`src/upsizer_consts.svh`:
```
// Widths fixed for a 4-byte narrow to 16-byte wide write upsizer; descriptor FIFO depth must be >= 1
`ifndef UPSIZER_CONSTS_SVH
`define UPSIZER_CONSTS_SVH

// Address and ID widths
`define UPS_ADDR_WIDTH 32
`define UPS_ID_WIDTH 4

// Data widths in bytes on either side
// Wide side must be a power-of-two multiple of the narrow side
`define UPS_NARROW_BYTES 4
`define UPS_WIDE_BYTES 16

// Bursts whose addresses may run ahead of their data
`define UPS_DESC_DEPTH 4

// AXI burst type encoding for INCR
`define UPS_BURST_INCR 2'b01

// Modifiable bit of AxCACHE, which allows beats to be merged
`define UPS_CACHE_MODIFIABLE 4'b0010

`endif

```
`src/upsizer_pkg.sv`:
```
// Types for the write upsizer; all widths come from upsizer_consts.svh, no user/lock/prot/qos fields
`include "upsizer_consts.svh"

package upsizer_pkg;

  typedef logic [`UPS_ADDR_WIDTH-1:0]       addr_t;
  typedef logic [`UPS_ID_WIDTH-1:0]         id_t;
  typedef logic [7:0]                       len_t;
  typedef logic [2:0]                       size_t;
  typedef logic [1:0]                       burst_t;
  typedef logic [3:0]                       cache_t;
  typedef logic [1:0]                       resp_t;
  typedef logic [8*`UPS_NARROW_BYTES-1:0]   narrow_data_t;
  typedef logic [`UPS_NARROW_BYTES-1:0]     narrow_strb_t;
  typedef logic [8*`UPS_WIDE_BYTES-1:0]     wide_data_t;
  typedef logic [`UPS_WIDE_BYTES-1:0]       wide_strb_t;

  // Write address channel, same layout on both sides
  typedef struct packed {
    id_t    id;
    addr_t  addr;
    len_t   len;
    size_t  size;
    burst_t burst;
    cache_t cache;
  } aw_chan_t;

  typedef struct packed {
    narrow_data_t data;
    narrow_strb_t strb;
  } narrow_w_t;

  typedef struct packed {
    wide_data_t data;
    wide_strb_t strb;
    logic       last;
  } wide_w_t;

  typedef struct packed {
    id_t   id;
    resp_t resp;
  } b_chan_t;

  typedef enum logic [1:0] {
    PACK_PASSTHROUGH,
    PACK_UPSIZE
  } pack_mode_t;

  // Narrow view of one burst, handed from address side to data side
  typedef struct packed {
    addr_t      start_addr;
    len_t       len;
    size_t      size;
    pack_mode_t pack_mode;
  } burst_desc_t;

  typedef enum logic [1:0] {
    PK_IDLE,
    PK_PASSTHROUGH,
    PK_UPSIZE
  } pack_state_t;

endpackage

```
`src/burst_planner.sv`:
```
// Upsizes only modifiable INCR bursts; FIXED and WRAP keep their narrow len and size on the wide side
`timescale 1ns/1ps

`include "upsizer_consts.svh"

module burst_planner import upsizer_pkg::*; (
  input  logic        clk_i,
  input  logic        rst_ni,
  input  aw_chan_t    slv_aw_i,
  input  logic        slv_aw_valid_i,
  output logic        slv_aw_ready_o,
  output aw_chan_t    mst_aw_o,
  output logic        mst_aw_valid_o,
  input  logic        mst_aw_ready_i,
  input  logic        desc_full_i,
  output logic        desc_push_o,
  output burst_desc_t desc_o
);

  localparam int unsigned wide_size = $clog2(`UPS_WIDE_BYTES);
  localparam addr_t       wide_mask = addr_t'(`UPS_WIDE_BYTES - 1);

  aw_chan_t aw_d;
  aw_chan_t aw_q;
  logic     aw_valid_q;
  logic     aw_hs;
  logic     upsize;
  addr_t    size_mask;
  addr_t    addr_start;
  addr_t    addr_end;
  addr_t    wide_span;

  // Take a new request only if the slot frees up and the descriptor has room
  assign slv_aw_ready_o = (!aw_valid_q || mst_aw_ready_i) && !desc_full_i;
  assign aw_hs          = slv_aw_valid_i && slv_aw_ready_o;

  assign upsize = (|(slv_aw_i.cache & cache_t'(`UPS_CACHE_MODIFIABLE))) &&
                  (slv_aw_i.burst == burst_t'(`UPS_BURST_INCR));

  always_comb begin
    size_mask  = (addr_t'(1) << slv_aw_i.size) - addr_t'(1);
    addr_start = slv_aw_i.addr & ~wide_mask;
    // Last narrow beat address, brought down to its wide word
    addr_end   = (slv_aw_i.addr & ~size_mask) + (addr_t'(slv_aw_i.len) << slv_aw_i.size);
    addr_end   = addr_end & ~wide_mask;
    wide_span  = (addr_end - addr_start) >> wide_size;

    aw_d = slv_aw_i;
    if (upsize) begin
      aw_d.len  = len_t'(wide_span);
      aw_d.size = size_t'(wide_size);
    end
  end

  // Descriptor keeps the narrow view for the packer
  always_comb begin
    desc_o.start_addr = slv_aw_i.addr;
    desc_o.len        = slv_aw_i.len;
    desc_o.size       = slv_aw_i.size;
    desc_o.pack_mode  = upsize ? PACK_UPSIZE : PACK_PASSTHROUGH;
  end

  assign desc_push_o = aw_hs;

  always_ff @(posedge clk_i or negedge rst_ni) begin
    if (!rst_ni) begin
      aw_valid_q <= 1'b0;
    end else if (aw_hs) begin
      aw_valid_q <= 1'b1;
    end else if (mst_aw_ready_i) begin
      aw_valid_q <= 1'b0;
    end
  end

  always_ff @(posedge clk_i) begin
    if (aw_hs) begin
      aw_q <= aw_d;
    end
  end

  assign mst_aw_o       = aw_q;
  assign mst_aw_valid_o = aw_valid_q;

endmodule

```
`src/burst_desc_fifo.sv`:
```
// Descriptor FIFO; push while full and pop while empty are ignored, head is valid only when not empty
`timescale 1ns/1ps

`include "upsizer_consts.svh"

module burst_desc_fifo import upsizer_pkg::*; (
  input  logic        clk_i,
  input  logic        rst_ni,
  input  logic        push_i,
  input  burst_desc_t desc_i,
  input  logic        pop_i,
  output logic        full_o,
  output logic        not_empty_o,
  output burst_desc_t desc_o
);

  localparam int unsigned depth = `UPS_DESC_DEPTH;
  localparam int unsigned ptr_w = (depth > 1) ? $clog2(depth) : 1;
  localparam int unsigned cnt_w = $clog2(depth + 1);

  burst_desc_t            mem_q [depth];
  logic [ptr_w-1:0]       wr_ptr_q;
  logic [ptr_w-1:0]       rd_ptr_q;
  logic [cnt_w-1:0]       count_q;
  logic                   do_push;
  logic                   do_pop;

  assign full_o      = (count_q == cnt_w'(depth));
  assign not_empty_o = (count_q != '0);
  assign desc_o      = mem_q[rd_ptr_q];

  assign do_push = push_i && !full_o;
  assign do_pop  = pop_i && not_empty_o;

  always_ff @(posedge clk_i or negedge rst_ni) begin
    if (!rst_ni) begin
      wr_ptr_q <= '0;
      rd_ptr_q <= '0;
      count_q  <= '0;
    end else begin
      if (do_push) begin
        wr_ptr_q <= (wr_ptr_q == ptr_w'(depth - 1)) ? '0 : wr_ptr_q + 1'b1;
      end
      if (do_pop) begin
        rd_ptr_q <= (rd_ptr_q == ptr_w'(depth - 1)) ? '0 : rd_ptr_q + 1'b1;
      end
      // Simultaneous push and pop leave the level unchanged
      if (do_push && !do_pop) begin
        count_q <= count_q + 1'b1;
      end else if (do_pop && !do_push) begin
        count_q <= count_q - 1'b1;
      end
    end
  end

  always_ff @(posedge clk_i) begin
    if (do_push) begin
      mem_q[wr_ptr_q] <= desc_i;
    end
  end

endmodule

```
`src/write_packer.sv`:
```
// Counts narrow beats from the descriptor; the narrow W last flag is not used, size must not exceed narrow width
`timescale 1ns/1ps

`include "upsizer_consts.svh"

module write_packer import upsizer_pkg::*; (
  input  logic        clk_i,
  input  logic        rst_ni,
  input  burst_desc_t desc_i,
  input  logic        desc_valid_i,
  output logic        desc_pop_o,
  input  narrow_w_t   slv_w_i,
  input  logic        slv_w_valid_i,
  output logic        slv_w_ready_o,
  output wide_w_t     mst_w_o,
  output logic        mst_w_valid_o,
  input  logic        mst_w_ready_i
);

  localparam int unsigned narrow_offs_w = $clog2(`UPS_NARROW_BYTES);
  localparam int unsigned wide_offs_w   = $clog2(`UPS_WIDE_BYTES);

  pack_state_t state_d;
  pack_state_t state_q;
  addr_t       addr_q;
  len_t        len_q;
  size_t       size_q;
  wide_data_t  acc_data_q;
  wide_strb_t  acc_strb_q;
  wide_data_t  steer_data;
  wide_strb_t  steer_strb;
  wide_w_t     out_q;
  logic        out_valid_q;
  addr_t       size_mask;
  addr_t       next_addr;
  logic        w_hs;
  logic        close_beat;
  logic        last_beat;
  int          lane_base;

  assign desc_pop_o    = (state_q == PK_IDLE) && desc_valid_i;
  assign slv_w_ready_o = (state_q != PK_IDLE) && (!out_valid_q || mst_w_ready_i);
  assign w_hs          = slv_w_valid_i && slv_w_ready_o;

  // Address of the following narrow beat, INCR style for all burst types
  assign size_mask = (addr_t'(1) << size_q) - addr_t'(1);
  assign next_addr = (addr_q & ~size_mask) + (addr_t'(1) << size_q);

  assign last_beat  = (len_q == '0);
  assign close_beat = (state_q == PK_PASSTHROUGH) || last_beat ||
                      (next_addr[`UPS_ADDR_WIDTH-1:wide_offs_w] !=
                       addr_q[`UPS_ADDR_WIDTH-1:wide_offs_w]);

  // Merge the narrow beat into the accumulated wide word
  always_comb begin
    lane_base  = int'(addr_q[wide_offs_w-1:0]) - int'(addr_q[narrow_offs_w-1:0]);
    steer_data = acc_data_q;
    steer_strb = acc_strb_q;
    for (int j = 0; j < `UPS_NARROW_BYTES; j++) begin
      if ((j >= int'(addr_q[narrow_offs_w-1:0])) &&
          (j - int'(addr_q[narrow_offs_w-1:0]) < (1 << size_q))) begin
        steer_data[8*(lane_base + j) +: 8] = slv_w_i.data[8*j +: 8];
        steer_strb[lane_base + j]          = slv_w_i.strb[j];
      end
    end
  end

  always_comb begin
    state_d = state_q;
    case (state_q)
      PK_IDLE: begin
        if (desc_valid_i) begin
          state_d = (desc_i.pack_mode == PACK_UPSIZE) ? PK_UPSIZE : PK_PASSTHROUGH;
        end
      end
      PK_PASSTHROUGH, PK_UPSIZE: begin
        if (w_hs && last_beat) begin
          state_d = PK_IDLE;
        end
      end
      default: state_d = PK_IDLE;
    endcase
  end

  always_ff @(posedge clk_i or negedge rst_ni) begin
    if (!rst_ni) begin
      state_q     <= PK_IDLE;
      out_valid_q <= 1'b0;
    end else begin
      state_q <= state_d;
      if (w_hs && close_beat) begin
        out_valid_q <= 1'b1;
      end else if (mst_w_ready_i) begin
        out_valid_q <= 1'b0;
      end
    end
  end

  always_ff @(posedge clk_i) begin
    if (desc_pop_o) begin
      addr_q     <= desc_i.start_addr;
      len_q      <= desc_i.len;
      size_q     <= desc_i.size;
      acc_data_q <= '0;
      acc_strb_q <= '0;
    end else if (w_hs) begin
      addr_q <= next_addr;
      len_q  <= len_q - 1'b1;
      if (close_beat) begin
        out_q.data <= steer_data;
        out_q.strb <= steer_strb;
        out_q.last <= last_beat;
        // Next wide word starts empty
        acc_data_q <= '0;
        acc_strb_q <= '0;
      end else begin
        acc_data_q <= steer_data;
        acc_strb_q <= steer_strb;
      end
    end
  end

  assign mst_w_o       = out_q;
  assign mst_w_valid_o = out_valid_q;

endmodule

```
`src/dw_write_upsizer.sv`:
```
// Write-only AXI upsizer, narrow master to wide slave; no read path, B passes through combinationally
`timescale 1ns/1ps

`include "upsizer_consts.svh"

module dw_write_upsizer import upsizer_pkg::*; (
  input  logic      clk_i,
  input  logic      rst_ni,
  input  aw_chan_t  slv_aw_i,
  input  logic      slv_aw_valid_i,
  output logic      slv_aw_ready_o,
  input  narrow_w_t slv_w_i,
  input  logic      slv_w_valid_i,
  output logic      slv_w_ready_o,
  output b_chan_t   slv_b_o,
  output logic      slv_b_valid_o,
  input  logic      slv_b_ready_i,
  output aw_chan_t  mst_aw_o,
  output logic      mst_aw_valid_o,
  input  logic      mst_aw_ready_i,
  output wide_w_t   mst_w_o,
  output logic      mst_w_valid_o,
  input  logic      mst_w_ready_i,
  input  b_chan_t   mst_b_i,
  input  logic      mst_b_valid_i,
  output logic      mst_b_ready_o
);

  logic        desc_push;
  logic        desc_pop;
  logic        desc_full;
  logic        desc_not_empty;
  burst_desc_t push_desc;
  burst_desc_t head_desc;

  burst_planner burst_planner_i (
    .clk_i          (clk_i),
    .rst_ni         (rst_ni),
    .slv_aw_i       (slv_aw_i),
    .slv_aw_valid_i (slv_aw_valid_i),
    .slv_aw_ready_o (slv_aw_ready_o),
    .mst_aw_o       (mst_aw_o),
    .mst_aw_valid_o (mst_aw_valid_o),
    .mst_aw_ready_i (mst_aw_ready_i),
    .desc_full_i    (desc_full),
    .desc_push_o    (desc_push),
    .desc_o         (push_desc)
  );

  burst_desc_fifo burst_desc_fifo_i (
    .clk_i       (clk_i),
    .rst_ni      (rst_ni),
    .push_i      (desc_push),
    .desc_i      (push_desc),
    .pop_i       (desc_pop),
    .full_o      (desc_full),
    .not_empty_o (desc_not_empty),
    .desc_o      (head_desc)
  );

  write_packer write_packer_i (
    .clk_i         (clk_i),
    .rst_ni        (rst_ni),
    .desc_i        (head_desc),
    .desc_valid_i  (desc_not_empty),
    .desc_pop_o    (desc_pop),
    .slv_w_i       (slv_w_i),
    .slv_w_valid_i (slv_w_valid_i),
    .slv_w_ready_o (slv_w_ready_o),
    .mst_w_o       (mst_w_o),
    .mst_w_valid_o (mst_w_valid_o),
    .mst_w_ready_i (mst_w_ready_i)
  );

  // B needs no conversion
  assign slv_b_o       = mst_b_i;
  assign slv_b_valid_o = mst_b_valid_i;
  assign mst_b_ready_o = slv_b_ready_i;

endmodule

```
`config.mk`:
```
export PLATFORM = sky130hd
export DESIGN_NAME = dw_write_upsizer
export DESIGN_NICKNAME = d
export VERILOG_FILES = /design/src/upsizer_pkg.sv /design/src/burst_planner.sv /design/src/burst_desc_fifo.sv /design/src/write_packer.sv /design/src/dw_write_upsizer.sv
export VERILOG_INCLUDE_DIRS = /design/src
export SDC_FILE = /design/constraint.sdc
export NUM_CORES = 1
export LEC_CHECK = 0
export BUFFER_PORTS_ARGS = -buffer_cell sky130_fd_sc_hd__buf_2
export CAP_MARGIN = 20
export CORE_MARGIN = 5
export CORE_UTILIZATION = 49
export DETAILED_ROUTE_END_ITERATION = 10
export PLACE_DENSITY = 0.69
export SLEW_MARGIN = 5
export SYNTH_ARGS = -nofsm -noshare
export SYNTH_HDL_FRONTEND = slang
export SYNTH_HIERARCHICAL = 1
export SYNTH_SLANG_ARGS = --single-unit
```
`constraint.sdc`:
```
create_clock -name clk_i -period 13 [get_ports clk_i]
set_input_delay 1.95 -clock clk_i [delete_from_list [all_inputs] [get_ports clk_i]]
set_output_delay 1.95 -clock clk_i [all_outputs]
set_load 0.05 [all_outputs]
```
==> results of run 1 <==
==> state kept, by name, indices dropped and copies added (netlist names) <==
| register | flops |
|---|---|
| burst_desc_fifo_i/wr_ptr_q | 2 |
| write_packer_i/size_q | 3 |
| burst_desc_fifo_i/mem_q | 180 |
| burst_planner_i/mst_aw_valid_o | 1 |
| write_packer_i/len_q | 8 |
| write_packer_i/addr_q | 32 |
| write_packer_i/acc_strb_q | 16 |
| write_packer_i/acc_data_q | 128 |
| write_packer_i/mst_w_valid_o | 1 |
| write_packer_i/mst_w_o | 145 |
| burst_desc_fifo_i/rd_ptr_q | 2 |
| write_packer_i/state_q | 2 |
| burst_planner_i/mst_aw_o | 53 |
| burst_desc_fifo_i/count_q | 3 |
==> critical path: stages, from the launching register on <==
cell and delay [ns]:
edfxtp_1 0.73, nor2_1 0.40, nand2_1 0.20, ha_1 0.36, and2_1 0.19, fa_1 0.44
nand2b_1 0.11, a221oi_2 0.05, o32ai_1 0.39, o211ai_4 0.28, and4_4 0.27, xnor2_1 0.15
a2111oi_4 0.43, nand4_4 0.40, a2111oi_2 0.72, nor2_4 0.03, buf_4 0.38, buf_4 0.58
==> final cells by class <==
class / instances / area, µm²
fillers: 4166 / 22150
flip-flops and latches: 576 / 15800
multi-input cells: 1166 / 8429
repair buffers: 320 / 1677
clock buffers: 73 / 1612
well taps: 680 / 850.8
clock inverters: 41 / 419.2
inverters: 42 / 157.7
==> cells in the final DEF, fill, tap and decap left out, types with 23 or more instances in the layout <==
cell and count:
inv_1 39, o21ai_0 123, buf_2 296, xnor2_1 39
and2_1 23, nand2_1 308, nor2_1 45, mux4_2 45
edfxtp_1 421, mux2_2 26, nand3_1 45, clkbuf_16 61
ha_1 55, a21oi_1 33, dfxtp_1 144, a22o_1 177
==> worst paths after layout <==
kind,start,endpoint,cells past startpoint
worst max register to register,write_packer_i/size_q[2],write_packer_i/mst_w_o[43],17
worst min-delay path,write_packer_i/acc_strb_q[2],write_packer_i/acc_strb_q[2],1
max in group asynchronous,rst_ni,burst_desc_fifo_i/rd_ptr_q[0],1
min in group asynchronous,rst_ni,burst_desc_fifo_i/count_q[1],1
worst min register to register,write_packer_i/acc_strb_q[2],write_packer_i/acc_strb_q[2],1
worst max-delay path,write_packer_i/size_q[2],write_packer_i/mst_w_o[43],17
==> stage by stage <==
step / hold slack, ns / util (%) / std cells / instance area (µm²)
floorplan: 0.4383 / - / 1927 / 25170
global placement: 0.4528 / 52.62 / 2782 / 26890
detailed placement: 0.4558 / 52.68 / 2784 / 26920
CTS: 0.4750 / 56.65 / 2898 / 28950
global route: 0.4938 / 56.65 / 2898 / 28950
finish: 0.4777 / 56.65 / 2898 / 28950
==> metal layers <==
| layer | GRT usage [%] | wire (µm) | vias up | part of all wire, % |
|---|---|---|---|---|
| met4 | 6.175 | 1467 | 4 | 2.4 |
| met1 | 27.39 | 25430 | 8120 | 42 |
| met2 | 34.43 | 29330 | 548 | 49 |
| met5 | 0 | 21 | - | 0.035 |
| li1 | - | - | 7652 | - |
| met3 | 4.111 | 3900 | 107 | 6.5 |
==> cell families after synthesis <==
| logic type | share of synthesized area (%) |
|---|---|
| AO/OA/AOI/OAI | 12.43 |
| XOR/XNOR | 2.018 |
| flip-flops | 62.77 |
| other | 0.01490 |
| AND/OR/NAND/NOR | 10.31 |
| adder cells (fa/ha/maj) | 2.972 |
| multiplexers | 5.547 |
| buffers and inverters | 3.937 |
==> power by group <==
group / internal, W / switching (W)
combinational: 0.000715 / 0.00179
clock: 0.00102 / 0.000718
sequential: 0.00243 / 0.000215
total: 0.00417 / 0.00272
==> impl_metrics.toml, run 1 <==
[outcome]
outcome = "complete, no violations"

[detailed_routing]
drt_iter0_drc = 1219
drt_pre_antenna_iters = 5
vias_per_cell = 5.670
detailroute.via_count = 16430
drc_viols = 0
drtAntennaViolNets = 0
totalWireLength_mm = 60.14
wl_per_cell_um = 20.75

[cts]
tritoncts_clock_tree = "done"
clk_latency_ns = 0.62
cts.sinks = 576
clock_tree.htree_level_count = 2
number_of_buffers_created_by_cts = 60
cts-resized-gates = 0
clock_tree.buffer_depth = 3
cts_hold_buf = 0
cts_setup_buffers = 0
clockRootBuffer = "clkbuf_16"
clock_transition_at_the_registers_of_the_reported_paths_ns = 0.06

[floorplan]
die_area_mm2 = 0.05600
initial_core_util_pct = 49.27
num_rows = 83
core-area_mm2 = 0.05109
die_width_um = 236.7
io_pins = 313
die_h_um = 236.7

[synthesis]
synth-async-reset-ratio_pct = 1.910
prevailing_post_synth_register_cell = "edfxtp_1"
synth-seq-cells = 576
synth_enable_flop_cells = 421
synthesis.area_per_instance_um2 = 13.06
synth_warnings = 6
synth_sequential_area_ratio_pct = 62.77
synth_top_cells_by_count = "edfxtp_1, nand2_1, a22o_1, dfxtp_1, o21ai_0"
post_synth_inst_count = 1927
yosys.cell_types.count = 85
syn_nets = 2088
netlist_area_mm2 = 0.02517
synthTopCellsByArea = "edfxtp_1, dfxtp_1, a22o_1"
yosysMostFrequentCell = "edfxtp_1"
proportion_of_netlist_area_held_by_the_largest_area_contributor_pct = 50.22
synth_top_cell_by_area = "edfxtp_1"

[global_route]
grt_antenna_before_repair = 2
grt-ovfl-total = 0
pin_count_of_the_biggest_net_entering_global_routing = 86
gr-usage-all-layers_pct = 20.56
grt_pass1_vias = 16410
first_pass_grt_wire_length_mm = 92.98

[sta]
tightest_slew_ns = 1.090
period_share_pct = 50.44
max_freq_mhz = 152.5
slew_violations = 0
minimum_setup_slack_in_the_final_design_ns = 6.442
period_minus_slack_ns = 6.558
skew_ns = 0.02051
setup-violations-final = 0
fin_tns_setup_ns = 0
timing_hold_violations_final = 0
grt_setup_unrepaired = "no"
slew_headroom_pct = 27.36

[pwr]
worst_ir_drop_vdd_uv = 126.7
power.density_cell_area_mw_per_mm2 = 238.2
static-leakage-power_nw = 11.02
total_power_w = 0.006894

[setup_path]
crit_path_start_kind = "flip-flop"
critPathMaxFanout = 85
critPathRequiredTime_ns = 13.23
reg2reg_slack_ns = 6.44
crit_arrival_ns = 6.78
critical_path_class = "flip-flop to flip-flop"
worst_setup_path_end_kind = "flip-flop"

[finish]
layout-area-overhead-vs-synth_pct = 15.00
design.final.nets = 2327
final_layout_size_suffix_gt1_share_pct = 23.90
diodes = 0

[place]
placement.io_buffers = 296
detailedPlacementHpwl_mm = 39.43
place.gp.congestion = 0.8773
preCtsSetupSlack_ns = 6.448

[job]
drv_cap = 0

[worst_hold_path]
timing.hold.worst.class = "flip-flop to flip-flop"
Note: power is estimated with default switching activity, not from simulation.
==> run 2, diff against run 1 <==
Clock period 13 ns to 6.2 ns, I/O delays scaled along.
==> run 2 against run 1 <==
Effect of this change:
- clock power grew 90%
- final cell count grew 0.14%
- setup slack lost 5.4 ns
- critical path depth shrank 3
- die area is the same
- clock skew is essentially flat
- critical path type unchanged
- largest power group unchanged
==> impl_metrics.toml, run 2 (synthesized netlist as in run 1, its figures left out) <==
[outcome]
outcome = "complete, no violations"

[worst_hold_path]
timing.hold.worst.class = "input port to asynchronous set/reset pin"

[job]
drv_cap = 0

[global_route]
grt-ovfl-total = 0
first_pass_grt_wire_length_mm = 93.92
gr-usage-all-layers_pct = 20.80
pin_count_of_the_biggest_net_entering_global_routing = 76
grt_pass1_vias = 16490
grt_antenna_before_repair = 2

[finish]
layout.core_utilization_pct = 56.41
final_common_cell = "edfxtp_1"
layout_common_cells = "edfxtp_1, nand2_1, buf_2, a22o_1, dfxtp_1"
final_layout_size_suffix_gt1_share_pct = 23.82
largest_register_ff_count = 180
nFillCells = 4184
design.final.nets = 2333
largest_register = "burst_desc_fifo_i/mem_q"
layout-area-overhead-vs-synth_pct = 14.50

[setup_path]
timing.reg2reg.worst_path_depth = 14
reg2reg_slack_ns = 1.04
critical_path_class = "flip-flop to flip-flop"
crit_path_start_kind = "flip-flop"
worst_setup_path_end_kind = "flip-flop"
worstReg2RegEnd = "write_packer_i/acc_data_q[40]"
critPathRequiredTime_ns = 6.75
critPathMaxFanout = 21
crit_arrival_ns = 5.71
reg2reg_from = "write_packer_i/size_q[0]"

[floorplan]
io_pins = 313
num_rows = 83
core-area_mm2 = 0.05109
die_h_um = 236.7
initial_core_util_pct = 49.27
die_width_um = 236.7
die_area_mm2 = 0.05600

[cts]
cts_hold_buf = 0
clockRootBuffer = "clkbuf_16"
cts.sinks = 576
clock_tree.buffer_depth = 3
cts_setup_buffers = 0
clock_transition_at_the_registers_of_the_reported_paths_ns = 0.06
clk_latency_ns = 0.61
tritoncts_clock_tree = "done"
number_of_buffers_created_by_cts = 59
cts-resized-gates = 0
clock_tree.htree_level_count = 2

[sta]
slew_headroom_pct = 25.30
max_freq_mhz = 193.8
minimum_setup_slack_in_the_final_design_ns = 1.040
period_share_pct = 83.22
grt_setup_unrepaired = "no"
skew_ns = 0.02096
whs_ns = 0.1944
slew_violations = 0
setup-violations-final = 0
timing_hold_violations_final = 0
period_minus_slack_ns = 5.160
tightest_slew_ns = 1.118
fin_tns_setup_ns = 0

[detailed_routing]
drt_pre_antenna_iters = 6
top_layer_used = "met5"
drc_viols = 0
wl_per_cell_um = 20.74
route.layer.met1.wl_mm = 25.56
drtAntennaViolNets = 0
totalWireLength_mm = 60.19
wl_met3_mm = 4.069
detailroute.via_count = 16420
vias_per_cell = 5.659
drt_iter0_drc = 1305
met2RoutedLength_mm = 29.11

[place]
preCtsSetupSlack_ns = 0.7023
placement.io_buffers = 296
place.gp.congestion = 0.8968
detailedPlacementHpwl_mm = 40.76

[pwr]
static-leakage-power_nw = 10.97
worst_ir_drop_vdd_uv = 278.7
power.density_cell_area_mw_per_mm2 = 491.9
[run 2: final cells by class]
| type | count | area, µm² | share of cell area (%) |
|---|---|---|---|
| Clock inverter | 30 | 198.9 | 0.6902 |
| Antenna cell | 1 | 2.502 | 0.008682 |
| Inverter | 42 | 157.7 | 0.5470 |
| Sequential cell | 576 | 15800 | 54.82 |
| Clock buffer | 80 | 1597 | 5.539 |
| Timing Repair Buffer | 327 | 1772 | 6.147 |
| Tap cell | 680 | 850.8 | 2.952 |
| Multi-Input combinational cell | 1166 | 8443 | 29.29 |
[run 2: worst max-delay path by stage]
stage	startpoint	to	slack [ns]	depth (start not counted)
after floorplan	write_packer_i/size_q[2]	write_packer_i/mst_w_o[0]	0.04	19
after global placement	slv_aw_i[7]	burst_planner_i/mst_aw_o[16]	0.82	20
after detailed placement	slv_aw_i[7]	burst_planner_i/mst_aw_o[16]	0.70	20
after CTS	write_packer_i/size_q[0]	write_packer_i/mst_w_o[100]	0.73	15
after global routing	write_packer_i/size_q[0]	write_packer_i/acc_data_q[40]	0.68	14
final	write_packer_i/size_q[0]	write_packer_i/acc_data_q[40]	1.04	14
[run 2: through the flow]
stage,power (W),cells,instance area [µm²]
after floorplan,0.009511,1927,25190
after global placement,0.01084,2789,26990
after detailed placement,0.01097,2790,27000
after CTS,0.01429,2900,28800
after global routing,0.01493,2901,28820
final,0.01418,2902,28820
[run 2: report_power, final]
group | internal [W] | switching, W
logic | 0.00154 | 0.00383
clock network | 0.00185 | 0.00145
registers | 0.00509 | 0.000413
[run 2: metal layers]
| layer | GRT usage (%) | up-vias |
|---|---|---|
| li1 | - | 7679 |
| met4 | 5.720 | 4 |
| met1 | 28.04 | 8052 |
| met5 | 0 | - |
| met3 | 4.309 | 98 |
| met2 | 34.63 | 589 |
[run 2: worst max-delay path: stages (launching register included)]
cell      delay [ns]
edfxtp_1        0.80
inv_1           0.25
nand2_1         0.15
ha_1            0.46
a21oi_1         0.13
nor4b_1         0.42
o32ai_2         0.21
o211ai_4        0.45
and4_1          0.34
xnor2_1         0.07
and2_1          0.18
a2111o_1        0.58
buf_4           0.29
o31ai_2         0.52
a22o_1          0.25
